**config.mk**
```make
export PLATFORM = sky130hd
export DESIGN_NAME = cmd_analyzer
export DESIGN_NICKNAME = d
export VERILOG_FILES = /design/src/cmd_pkg.sv /design/src/keyword_matcher.sv /design/src/operand_collector.sv /design/src/cmd_sequencer.sv /design/src/cmd_analyzer.sv
export SDC_FILE = /design/constraint.sdc
export NUM_CORES = 1
export LEC_CHECK = 0
export ABC_AREA = 0
export BUFFER_PORTS_ARGS = -buffer_cell sky130_fd_sc_hd__buf_2
export CAP_MARGIN = 10
export CORE_MARGIN = 3
export CORE_UTILIZATION = 40
export DETAILED_ROUTE_END_ITERATION = 7
export PLACE_DENSITY = 0.61
export SLEW_MARGIN = 20
export SYNTH_ARGS = -nofsm -noshare
export SYNTH_HDL_FRONTEND = slang
export SYNTH_SLANG_ARGS = --single-unit
export TNS_END_PERCENT = 30
```
**constraint.sdc**
```tcl
create_clock -name CLK -period 8.1 [get_ports CLK]
set_clock_uncertainty 0.15 [all_clocks]
set_input_delay 1.215 -clock CLK [delete_from_list [all_inputs] [get_ports CLK]]
set_output_delay 1.215 -clock CLK [all_outputs]
set_load 0.02 [all_outputs]
```
**src/cmd_pkg.sv**
```systemverilog
`default_nettype none

package cmd_pkg;

    // ********************
    // widths
    // ********************

    typedef logic [7:0]   byte_t;         // one received character
    typedef logic [3:0]   nibble_t;       // decoded hex digit
    typedef logic [127:0] operand_t;      // both operands, msd first
    typedef logic [4:0]   digit_count_t;  // digits within one operand
    typedef logic [2:0]   kw_index_t;     // position within a keyword

    // ********************
    // command codes
    // ********************

    typedef enum logic [2:0]
    {
        CMD_ON    = 3'b000,
        CMD_ADD   = 3'b001,
        CMD_MUL   = 3'b010,
        CMD_OFF   = 3'b011,
        CMD_LED   = 3'b100,
        CMD_ERROR = 3'b101,
        CMD_WR    = 3'b111
    } cmd_code_t;

    typedef struct packed
    {
        cmd_code_t code;
        operand_t  data;
    } cmd_frame_t;

    // ********************
    // characters
    // ********************

    localparam byte_t CHAR_SPACE = 8'h20;
    localparam byte_t CHAR_CR    = 8'h0D;
    localparam byte_t CHAR_LF    = 8'h0A;

    // ********************
    // keyword table
    // ********************

    localparam int NUM_KEYWORDS = 6;
    localparam int KW_MAX_LEN   = 7;

    localparam byte_t KW_TEXT [NUM_KEYWORDS][KW_MAX_LEN] = '{
        '{"A", "D", "D", "3", "6", 8'h00, 8'h00},
        '{"M", "U", "L", "6", "4", 8'h00, 8'h00},
        '{"W", "R", "4", "0", "_", "8", 8'h00},
        '{"O", "N", "4", "0", "_", "8", 8'h00},
        '{"O", "F", "F", "4", "0", "_", "8"},
        '{"L", "E", "D", "4", "0", "_", "8"}
    };

    localparam kw_index_t KW_LEN [NUM_KEYWORDS] = '{
        3'd5, 3'd5, 3'd6, 3'd6, 3'd7, 3'd7
    };

    localparam cmd_code_t KW_CODE [NUM_KEYWORDS] = '{
        CMD_ADD, CMD_MUL, CMD_WR, CMD_ON, CMD_OFF, CMD_LED
    };

    // ********************
    // operand lengths, indexed by command code
    // ********************

    // ON ADD MUL OFF LED ERROR (unused) WR
    localparam digit_count_t OP1_DIGITS [8] = '{
        5'd10, 5'd9, 5'd16, 5'd10, 5'd10, 5'd0, 5'd0, 5'd10
    };

    localparam digit_count_t OP2_DIGITS [8] = '{
        5'd2, 5'd9, 5'd16, 5'd2, 5'd2, 5'd0, 5'd0, 5'd2
    };

endpackage

`default_nettype wire

```
**src/keyword_matcher.sv**
```systemverilog
`timescale 1ns/1ps
`default_nettype none

module keyword_matcher
(
    input  logic              CLK,
    input  logic              RST,
    input  logic              kw_start,
    input  logic              kw_byte_valid,
    input  cmd_pkg::byte_t    kw_byte,
    output logic              kw_hit,
    output logic              kw_miss,
    output cmd_pkg::cmd_code_t kw_code
);

    logic [cmd_pkg::NUM_KEYWORDS-1:0] mask_q;    // keywords still in the race
    logic [cmd_pkg::NUM_KEYWORDS-1:0] mask_eff;
    logic [cmd_pkg::NUM_KEYWORDS-1:0] mask_next;
    logic [cmd_pkg::NUM_KEYWORDS-1:0] end_mask;  // survivors ending here
    cmd_pkg::kw_index_t               pos_q;
    cmd_pkg::kw_index_t               pos_eff;
    logic                             is_space;

    // ********************
    // verdict on the current byte
    // ********************

    always_comb
    begin
        mask_eff  = kw_start ? '1 : mask_q;     // first byte of a line restarts
        pos_eff   = kw_start ? '0 : pos_q;
        is_space  = (kw_byte == cmd_pkg::CHAR_SPACE);
        mask_next = '0;
        end_mask  = '0;
        kw_code   = cmd_pkg::CMD_ERROR;

        for (int k = 0; k < cmd_pkg::NUM_KEYWORDS; k++)
        begin
            if (mask_eff[k])
            begin
                if (cmd_pkg::KW_LEN[k] == pos_eff)
                begin
                    end_mask[k] = 1'b1;
                end
                else if (pos_eff < cmd_pkg::KW_LEN[k])
                begin
                    if (cmd_pkg::KW_TEXT[k][pos_eff] == kw_byte)
                    begin
                        mask_next[k] = 1'b1;
                    end
                end
            end
            if (end_mask[k])
            begin
                kw_code = cmd_pkg::KW_CODE[k];
            end
        end

        kw_hit  = is_space && $onehot(end_mask);
        kw_miss = is_space ? !kw_hit : (mask_next == '0);
    end

    // ********************
    // position and mask
    // ********************

    always_ff @(posedge CLK or posedge RST)
    begin
        if (RST)
        begin
            mask_q <= '0;
            pos_q  <= '0;
        end
        else if (kw_byte_valid)
        begin
            mask_q <= mask_next;
            pos_q  <= pos_eff + 1'b1;   // wraps only once the word is decided
        end
    end

endmodule

`default_nettype wire

```
**src/operand_collector.sv**
```systemverilog
`timescale 1ns/1ps
`default_nettype none

module operand_collector
(
    input  logic               CLK,
    input  logic               RST,
    input  logic               op_clear,
    input  logic               op_digit_valid,
    input  logic               op_second,
    input  cmd_pkg::byte_t     op_byte,
    input  cmd_pkg::cmd_code_t op_code,
    output logic               op_last,
    output logic               op_bad,
    output cmd_pkg::operand_t  op_data
);

    cmd_pkg::nibble_t      nibble;
    cmd_pkg::digit_count_t count_q;     // digits taken in this operand
    cmd_pkg::digit_count_t required;
    logic                  hex_ok;

    // ********************
    // hex decode
    // ********************

    always_comb
    begin
        hex_ok = 1'b0;
        nibble = '0;
        if ((op_byte >= 8'h30) && (op_byte <= 8'h39))       // 0..9
        begin
            hex_ok = 1'b1;
            nibble = op_byte[3:0];
        end
        else if ((op_byte >= 8'h41) && (op_byte <= 8'h46))  // A..F, upper case only
        begin
            hex_ok = 1'b1;
            nibble = op_byte[3:0] + 4'd9;
        end
    end

    // length depends on command and on which operand is running
    assign required = op_second ? cmd_pkg::OP2_DIGITS[op_code]
                                : cmd_pkg::OP1_DIGITS[op_code];

    assign op_bad  = !hex_ok;
    assign op_last = hex_ok && ((count_q + 5'd1) == required);

    // ********************
    // shift register and digit count
    // ********************

    always_ff @(posedge CLK or posedge RST)
    begin
        if (RST)
        begin
            op_data <= '0;
            count_q <= '0;
        end
        else if (op_clear)
        begin
            op_data <= '0;      // new line, drop earlier digits
            count_q <= '0;
        end
        else if (op_digit_valid && hex_ok)
        begin
            op_data <= {op_data[$bits(cmd_pkg::operand_t)-5:0], nibble};
            if (op_last)
            begin
                count_q <= '0;  // next operand starts fresh
            end
            else
            begin
                count_q <= count_q + 5'd1;
            end
        end
    end

endmodule

`default_nettype wire

```
**src/cmd_sequencer.sv**
```systemverilog
`timescale 1ns/1ps
`default_nettype none

module cmd_sequencer
(
    input  logic                CLK,
    input  logic                RST,
    input  logic                rx_valid,
    input  cmd_pkg::byte_t      rx_byte,
    input  logic                cmd_ack,

    output logic                kw_start,
    output logic                kw_byte_valid,
    input  logic                kw_hit,
    input  logic                kw_miss,
    input  cmd_pkg::cmd_code_t  kw_code,

    output logic                op_clear,
    output logic                op_digit_valid,
    output logic                op_second,
    output cmd_pkg::cmd_code_t  op_code,
    input  logic                op_last,
    input  logic                op_bad,
    input  cmd_pkg::operand_t   op_data,

    output logic                cmd_valid,
    output cmd_pkg::cmd_frame_t cmd
);

    typedef enum logic [2:0]
    {
        IDLE,
        KEYWORD,
        OPERAND,
        SEPARATOR,
        LINE_END,
        HOLD
    } state_t;

    state_t             state;
    cmd_pkg::cmd_code_t code_q;
    logic               second_q;   // second operand in progress
    logic               sep_ok;
    logic               fail;

    // ********************
    // routing of the byte strobe
    // ********************

    assign kw_start       = rx_valid && (state == IDLE);
    assign kw_byte_valid  = rx_valid && ((state == IDLE) || (state == KEYWORD));
    assign op_clear       = kw_start;
    assign op_digit_valid = rx_valid && (state == OPERAND);
    assign op_second      = second_q;
    assign op_code        = code_q;

    // space between operands, CR after the second one
    assign sep_ok = second_q ? (rx_byte == cmd_pkg::CHAR_CR)
                             : (rx_byte == cmd_pkg::CHAR_SPACE);

    always_comb
    begin
        fail = 1'b0;
        if (rx_valid)
        begin
            case (state)
                IDLE, KEYWORD: fail = kw_miss;
                OPERAND:       fail = op_bad;
                SEPARATOR:     fail = !sep_ok;
                default:       fail = 1'b0;
            endcase
        end
    end

    // ********************
    // line state machine
    // ********************

    always_ff @(posedge CLK or posedge RST)
    begin
        if (RST)
        begin
            state     <= IDLE;
            code_q    <= cmd_pkg::CMD_ON;
            second_q  <= 1'b0;
            cmd_valid <= 1'b0;
        end
        else if (fail)
        begin
            code_q    <= cmd_pkg::CMD_ERROR;    // frame goes out at once
            cmd_valid <= 1'b1;
            state     <= HOLD;
        end
        else
        begin
            case (state)
                IDLE:
                    if (rx_valid)
                    begin
                        state <= KEYWORD;
                    end
                KEYWORD:
                    if (rx_valid && kw_hit)
                    begin
                        code_q   <= kw_code;
                        second_q <= 1'b0;
                        state    <= OPERAND;
                    end
                OPERAND:
                    if (rx_valid && op_last)
                    begin
                        state <= SEPARATOR;
                    end
                SEPARATOR:
                    if (rx_valid)
                    begin
                        if (second_q)
                        begin
                            state <= LINE_END;
                        end
                        else
                        begin
                            second_q <= 1'b1;
                            state    <= OPERAND;
                        end
                    end
                LINE_END:
                    if (rx_valid)
                    begin
                        cmd_valid <= 1'b1;
                        if (rx_byte != cmd_pkg::CHAR_LF)
                        begin
                            code_q <= cmd_pkg::CMD_ERROR;
                        end
                        state <= HOLD;
                    end
                HOLD:
                    if (cmd_ack)        // bytes are dropped until then
                    begin
                        cmd_valid <= 1'b0;
                        state     <= IDLE;
                    end
                default:
                    state <= IDLE;
            endcase
        end
    end

    assign cmd = '{code: code_q, data: op_data};

endmodule

`default_nettype wire

```
**src/cmd_analyzer.sv**
```systemverilog
`timescale 1ns/1ps
`default_nettype none

module cmd_analyzer
(
    input  logic                CLK,
    input  logic                RST,
    input  logic                rx_valid,
    input  cmd_pkg::byte_t      rx_byte,
    input  logic                cmd_ack,
    output logic                cmd_valid,
    output cmd_pkg::cmd_frame_t cmd
);

    logic               kw_start;
    logic               kw_byte_valid;
    logic               kw_hit;
    logic               kw_miss;
    cmd_pkg::cmd_code_t kw_code;

    logic               op_clear;
    logic               op_digit_valid;
    logic               op_second;
    cmd_pkg::cmd_code_t op_code;
    logic               op_last;
    logic               op_bad;
    cmd_pkg::operand_t  op_data;

    cmd_sequencer u_sequencer
    (
        .CLK            (CLK),
        .RST            (RST),
        .rx_valid       (rx_valid),
        .rx_byte        (rx_byte),
        .cmd_ack        (cmd_ack),
        .kw_start       (kw_start),
        .kw_byte_valid  (kw_byte_valid),
        .kw_hit         (kw_hit),
        .kw_miss        (kw_miss),
        .kw_code        (kw_code),
        .op_clear       (op_clear),
        .op_digit_valid (op_digit_valid),
        .op_second      (op_second),
        .op_code        (op_code),
        .op_last        (op_last),
        .op_bad         (op_bad),
        .op_data        (op_data),
        .cmd_valid      (cmd_valid),
        .cmd            (cmd)
    );

    keyword_matcher u_matcher
    (
        .CLK           (CLK),
        .RST           (RST),
        .kw_start      (kw_start),
        .kw_byte_valid (kw_byte_valid),
        .kw_byte       (rx_byte),       // same byte, strobed per state
        .kw_hit        (kw_hit),
        .kw_miss       (kw_miss),
        .kw_code       (kw_code)
    );

    operand_collector u_collector
    (
        .CLK            (CLK),
        .RST            (RST),
        .op_clear       (op_clear),
        .op_digit_valid (op_digit_valid),
        .op_second      (op_second),
        .op_byte        (rx_byte),
        .op_code        (op_code),
        .op_last        (op_last),
        .op_bad         (op_bad),
        .op_data        (op_data)
    );

endmodule

`default_nettype wire

```
==> flow_summary.yaml <==
timing:
  finalCritPeriodShare_pct: 65.7
  slew_viol_final: 0
  rsz0062_at_grt: "no"
  fmax_mhz: 188
  finalHoldViolCount: 0
  setup_tns_ns: 0
  period_needed_ns: 5.32
  setup_violations: 0
  tightest_slew_ns: 0.973
  whs_ns: 0.356
  relSlewSlack_pct: 34.3
cells_and_area:
  drive_gt1_share_pct: 19.2
  nets: 1026
  fin_util_pct: 49.3
  diodes: 0
  fillers: 1788
  synthToLayoutAreaGrowth_pct: 18.8
drt:
  drc: 0
  viasPerCell: 5.39
  vias: 6629
  drt-initial-drc-count: 654
  drt_first_pass_iters: 5
  wl_per_cell_um: 17.1
  routed_wl_um: 21000
  ant_nets: 0
place:
  gp_congestion: 0.933
  port_buffers: 143
  post-dp-hpwl_um: 13800
power:
  power_density_nw_per_um2: 234
  clkPwrFrac_pct: 38.1
  pwr-share-seq_pct: 39.2
  p_int_uw: 1390
  ir_worst_vdd_v: 0.000178
  p_sw_share_pct: 34.1
  pwr-share-comb_pct: 22.7
  power_leakage_uw: 0.00444
  p_sw_uw: 720
critical_path:
  critPathKind: "in2reg"
  critPathCaptureType: "flip-flop"
  slowest_delay_ns: 0.63
  crit_family: "adder cells"
  cp_common_cell: "ha_1"
  worst-path-buf-inv: 3
  slowest_stage: "or4b_4"
  worstPathCellList: "buf_2 -> or4b_4 -> nand2_1 -> inv_1 -> ha_1 -> ha_1 -> o21ai_0 -> inv_1 -> ha_1 -> fa_1 -> ha_1 -> xnor2_1 -> and4_1 -> mux2i_1 -> a21oi_1 -> o22a_1 -> nor2_1 -> a311o_1"
  required_ns: 8.25
  worst_setup_path_start_kind: "primary input"
  r2r_setup_slack_ns: 3.05
  cp_max_fo: 21
  crit_arrival_ns: 5.47
grt:
  grt_pass1_vias: 6187
  grt_pass1_wl_um: 33400
  antenna_found_initial: 0
  track_usage_pct: 20.3
  grt_max_degree: 102
  grt_remaining_overflow: 0
synthesis:
  synth-edff-count: 0
  synthTopCellsByArea: "dfrtp_1 (49%), nand2_1 (14%), a21oi_1 (8.5%)"
  ys_types: 64
  avgSynthCellArea_um2: 8.66
  synth-simple-area-share_pct: 21.4
  synth_common_cells: "nand2_1 (280), dfrtp_1 (150), a21oi_1 (129)"
  synthArstFlopShare_pct: 100
  synthCells: 876
  yosys_warnings: 0
  synth_flop_cell: "dfrtp_1"
  syn_nets: 915
  syn_area_um2: 7580
  synth_top_family_by_area: "simple AND/OR/NAND/NOR gates"
  muxShareOfSynthArea_pct: 0.792
  synth.most_common_cell: "nand2_1"
  yosysSeqAreaShare_pct: 49.5
  synth_top_area_share_pct: 49.5
  synth_compound_area_share_pct: 16.6
  synth_top_cell_by_area: "dfrtp_1"
  synth-adder-area-share_pct: 4.65
  synth_xor_area_share_pct: 2.61
  ys_ff_latch: 150
cts:
  tritoncts: "built"
  cts.sinks: 150
  cts_root_buf: "clkbuf_16"
  clk_path_buf_depth: 2
  cts_resized: 0
  clock_latency_ns: 0.42
  htree_levels: 4
  postCtsHoldBufs: 0
  numCtsBuffers: 17
  cts.reportedPaths.clkPinSlew_ns: 0.07
  postCtsSetupRepairBufs: 0
die:
  start_util_pct: 41.5
  die_area_um2: 20600
  die_height_um: 144
  core_um2: 18300
  io_pins: 144
  std_cell_rows: 49
  die_w_um: 144
run_status:
  status: "complete, no violations"
worst_hold_path:
  hp-class: "reg2reg"
flow_run:
  drv_cap: 0
==> flip-flops by register name, summed over array words and instances, names as in the netlist <==
signal / count
u_sequencer.cmd_valid: 1
u_sequencer.state: 3
u_matcher.mask_q: 6
u_sequencer.op_second: 1
u_matcher.pos_q: 3
u_collector.op_data: 128
u_collector.count_q: 5
u_sequencer.op_code: 3
==> metrics by stage <==
| step | instances | power, uW | instance area [um2] | setup WS [ns] |
|---|---|---|---|---|
| 3_5_place_dp | 1197 | 1310 | 8410 | 2.43 |
| 5_1_grt | 1229 | 2210 | 9010 | 2.56 |
| 2_1_floorplan | 876 | 1190 | 7580 | 2.70 |
| 3_3_place_gp | 1197 | 1320 | 8410 | 2.56 |
| 4_1_cts | 1229 | 2120 | 9010 | 2.84 |
| 6_report | 1229 | 2110 | 9010 | 2.78 |
==> cell usage in the layout (no fill, tap or decap), types with 4 or more instances in the layout <==
master	count
nand2_1	280
a21oi_1	129
o21ai_0	28
buf_2	143
xor2_1	8
a211oi_1	4
nand2b_1	8
nand3_1	21
xnor2_1	12
nor2b_1	6
buf_4	6
nor2_1	29
inv_6	4
ha_1	25
mux2i_1	6
dfrtp_1	150
inv_1	22
clkbuf_16	17
o31ai_1	4
o211ai_1	7
==> final timing paths <==
kind,endpoint,start,depth (start not counted)
max,u_sequencer.state[0],rx_valid,18
min,u_collector.op_data[127],u_collector.op_data[123],2
max reg2reg,u_sequencer.state[0],u_sequencer.state[1],17
min reg2reg,u_collector.op_data[127],u_collector.op_data[123],2
max in group asynchronous,u_collector.op_data[24],RST,3
min in group asynchronous,u_collector.op_data[76],RST,2
==> cell type report <==
cell class / count / area (um2) / share of cell area [%]
sequential: 150 / 3750 / 41.7
tap: 229 / 287 / 3.18
timing repair buffer: 150 / 772 / 8.57
clock inverter: 14 / 165 / 1.83
clock buffer: 18 / 429 / 4.76
multi-input combinational: 644 / 3510 / 38.9
inverter: 24 / 95.1 / 1.06
==> logic make-up after synthesis <==
kind of cell / Yosys count
XOR/XNOR: 21
AND/OR/NAND/NOR: 380
adder cells (fa/ha/maj): 27
flip-flops: 150
buffers and inverters: 82
multiplexers: 6
AO/OA/AOI/OAI: 210
==> power by group through the flow <==
stage                     clock (uW)  sequential [uW]  combinational, uW
after floorplan                    0              810                376
after global placement             0              840                475
after detailed placement           0              838                468
after CTS                        822              825                472
after global routing             852              830                527
final                            804              827                479
==> worst min-delay path, stage by stage (launching register included) <==
cell	delay, ns
dfrtp_1	0.36
nand2_1	0.06
nand2_1	0.05
==> routing by layer <==
metal / GRT usage, % / vias up / part of all wire (%)
met5: 0 / - / 0
met1: 29.4 / 3210 / 46
met2: 30.2 / 202 / 46
li1: - / 3184 / -
met4: 7.88 / 0 / 2.3
met3: 3.89 / 33 / 5.4
(Power assumes the default switching activity.)
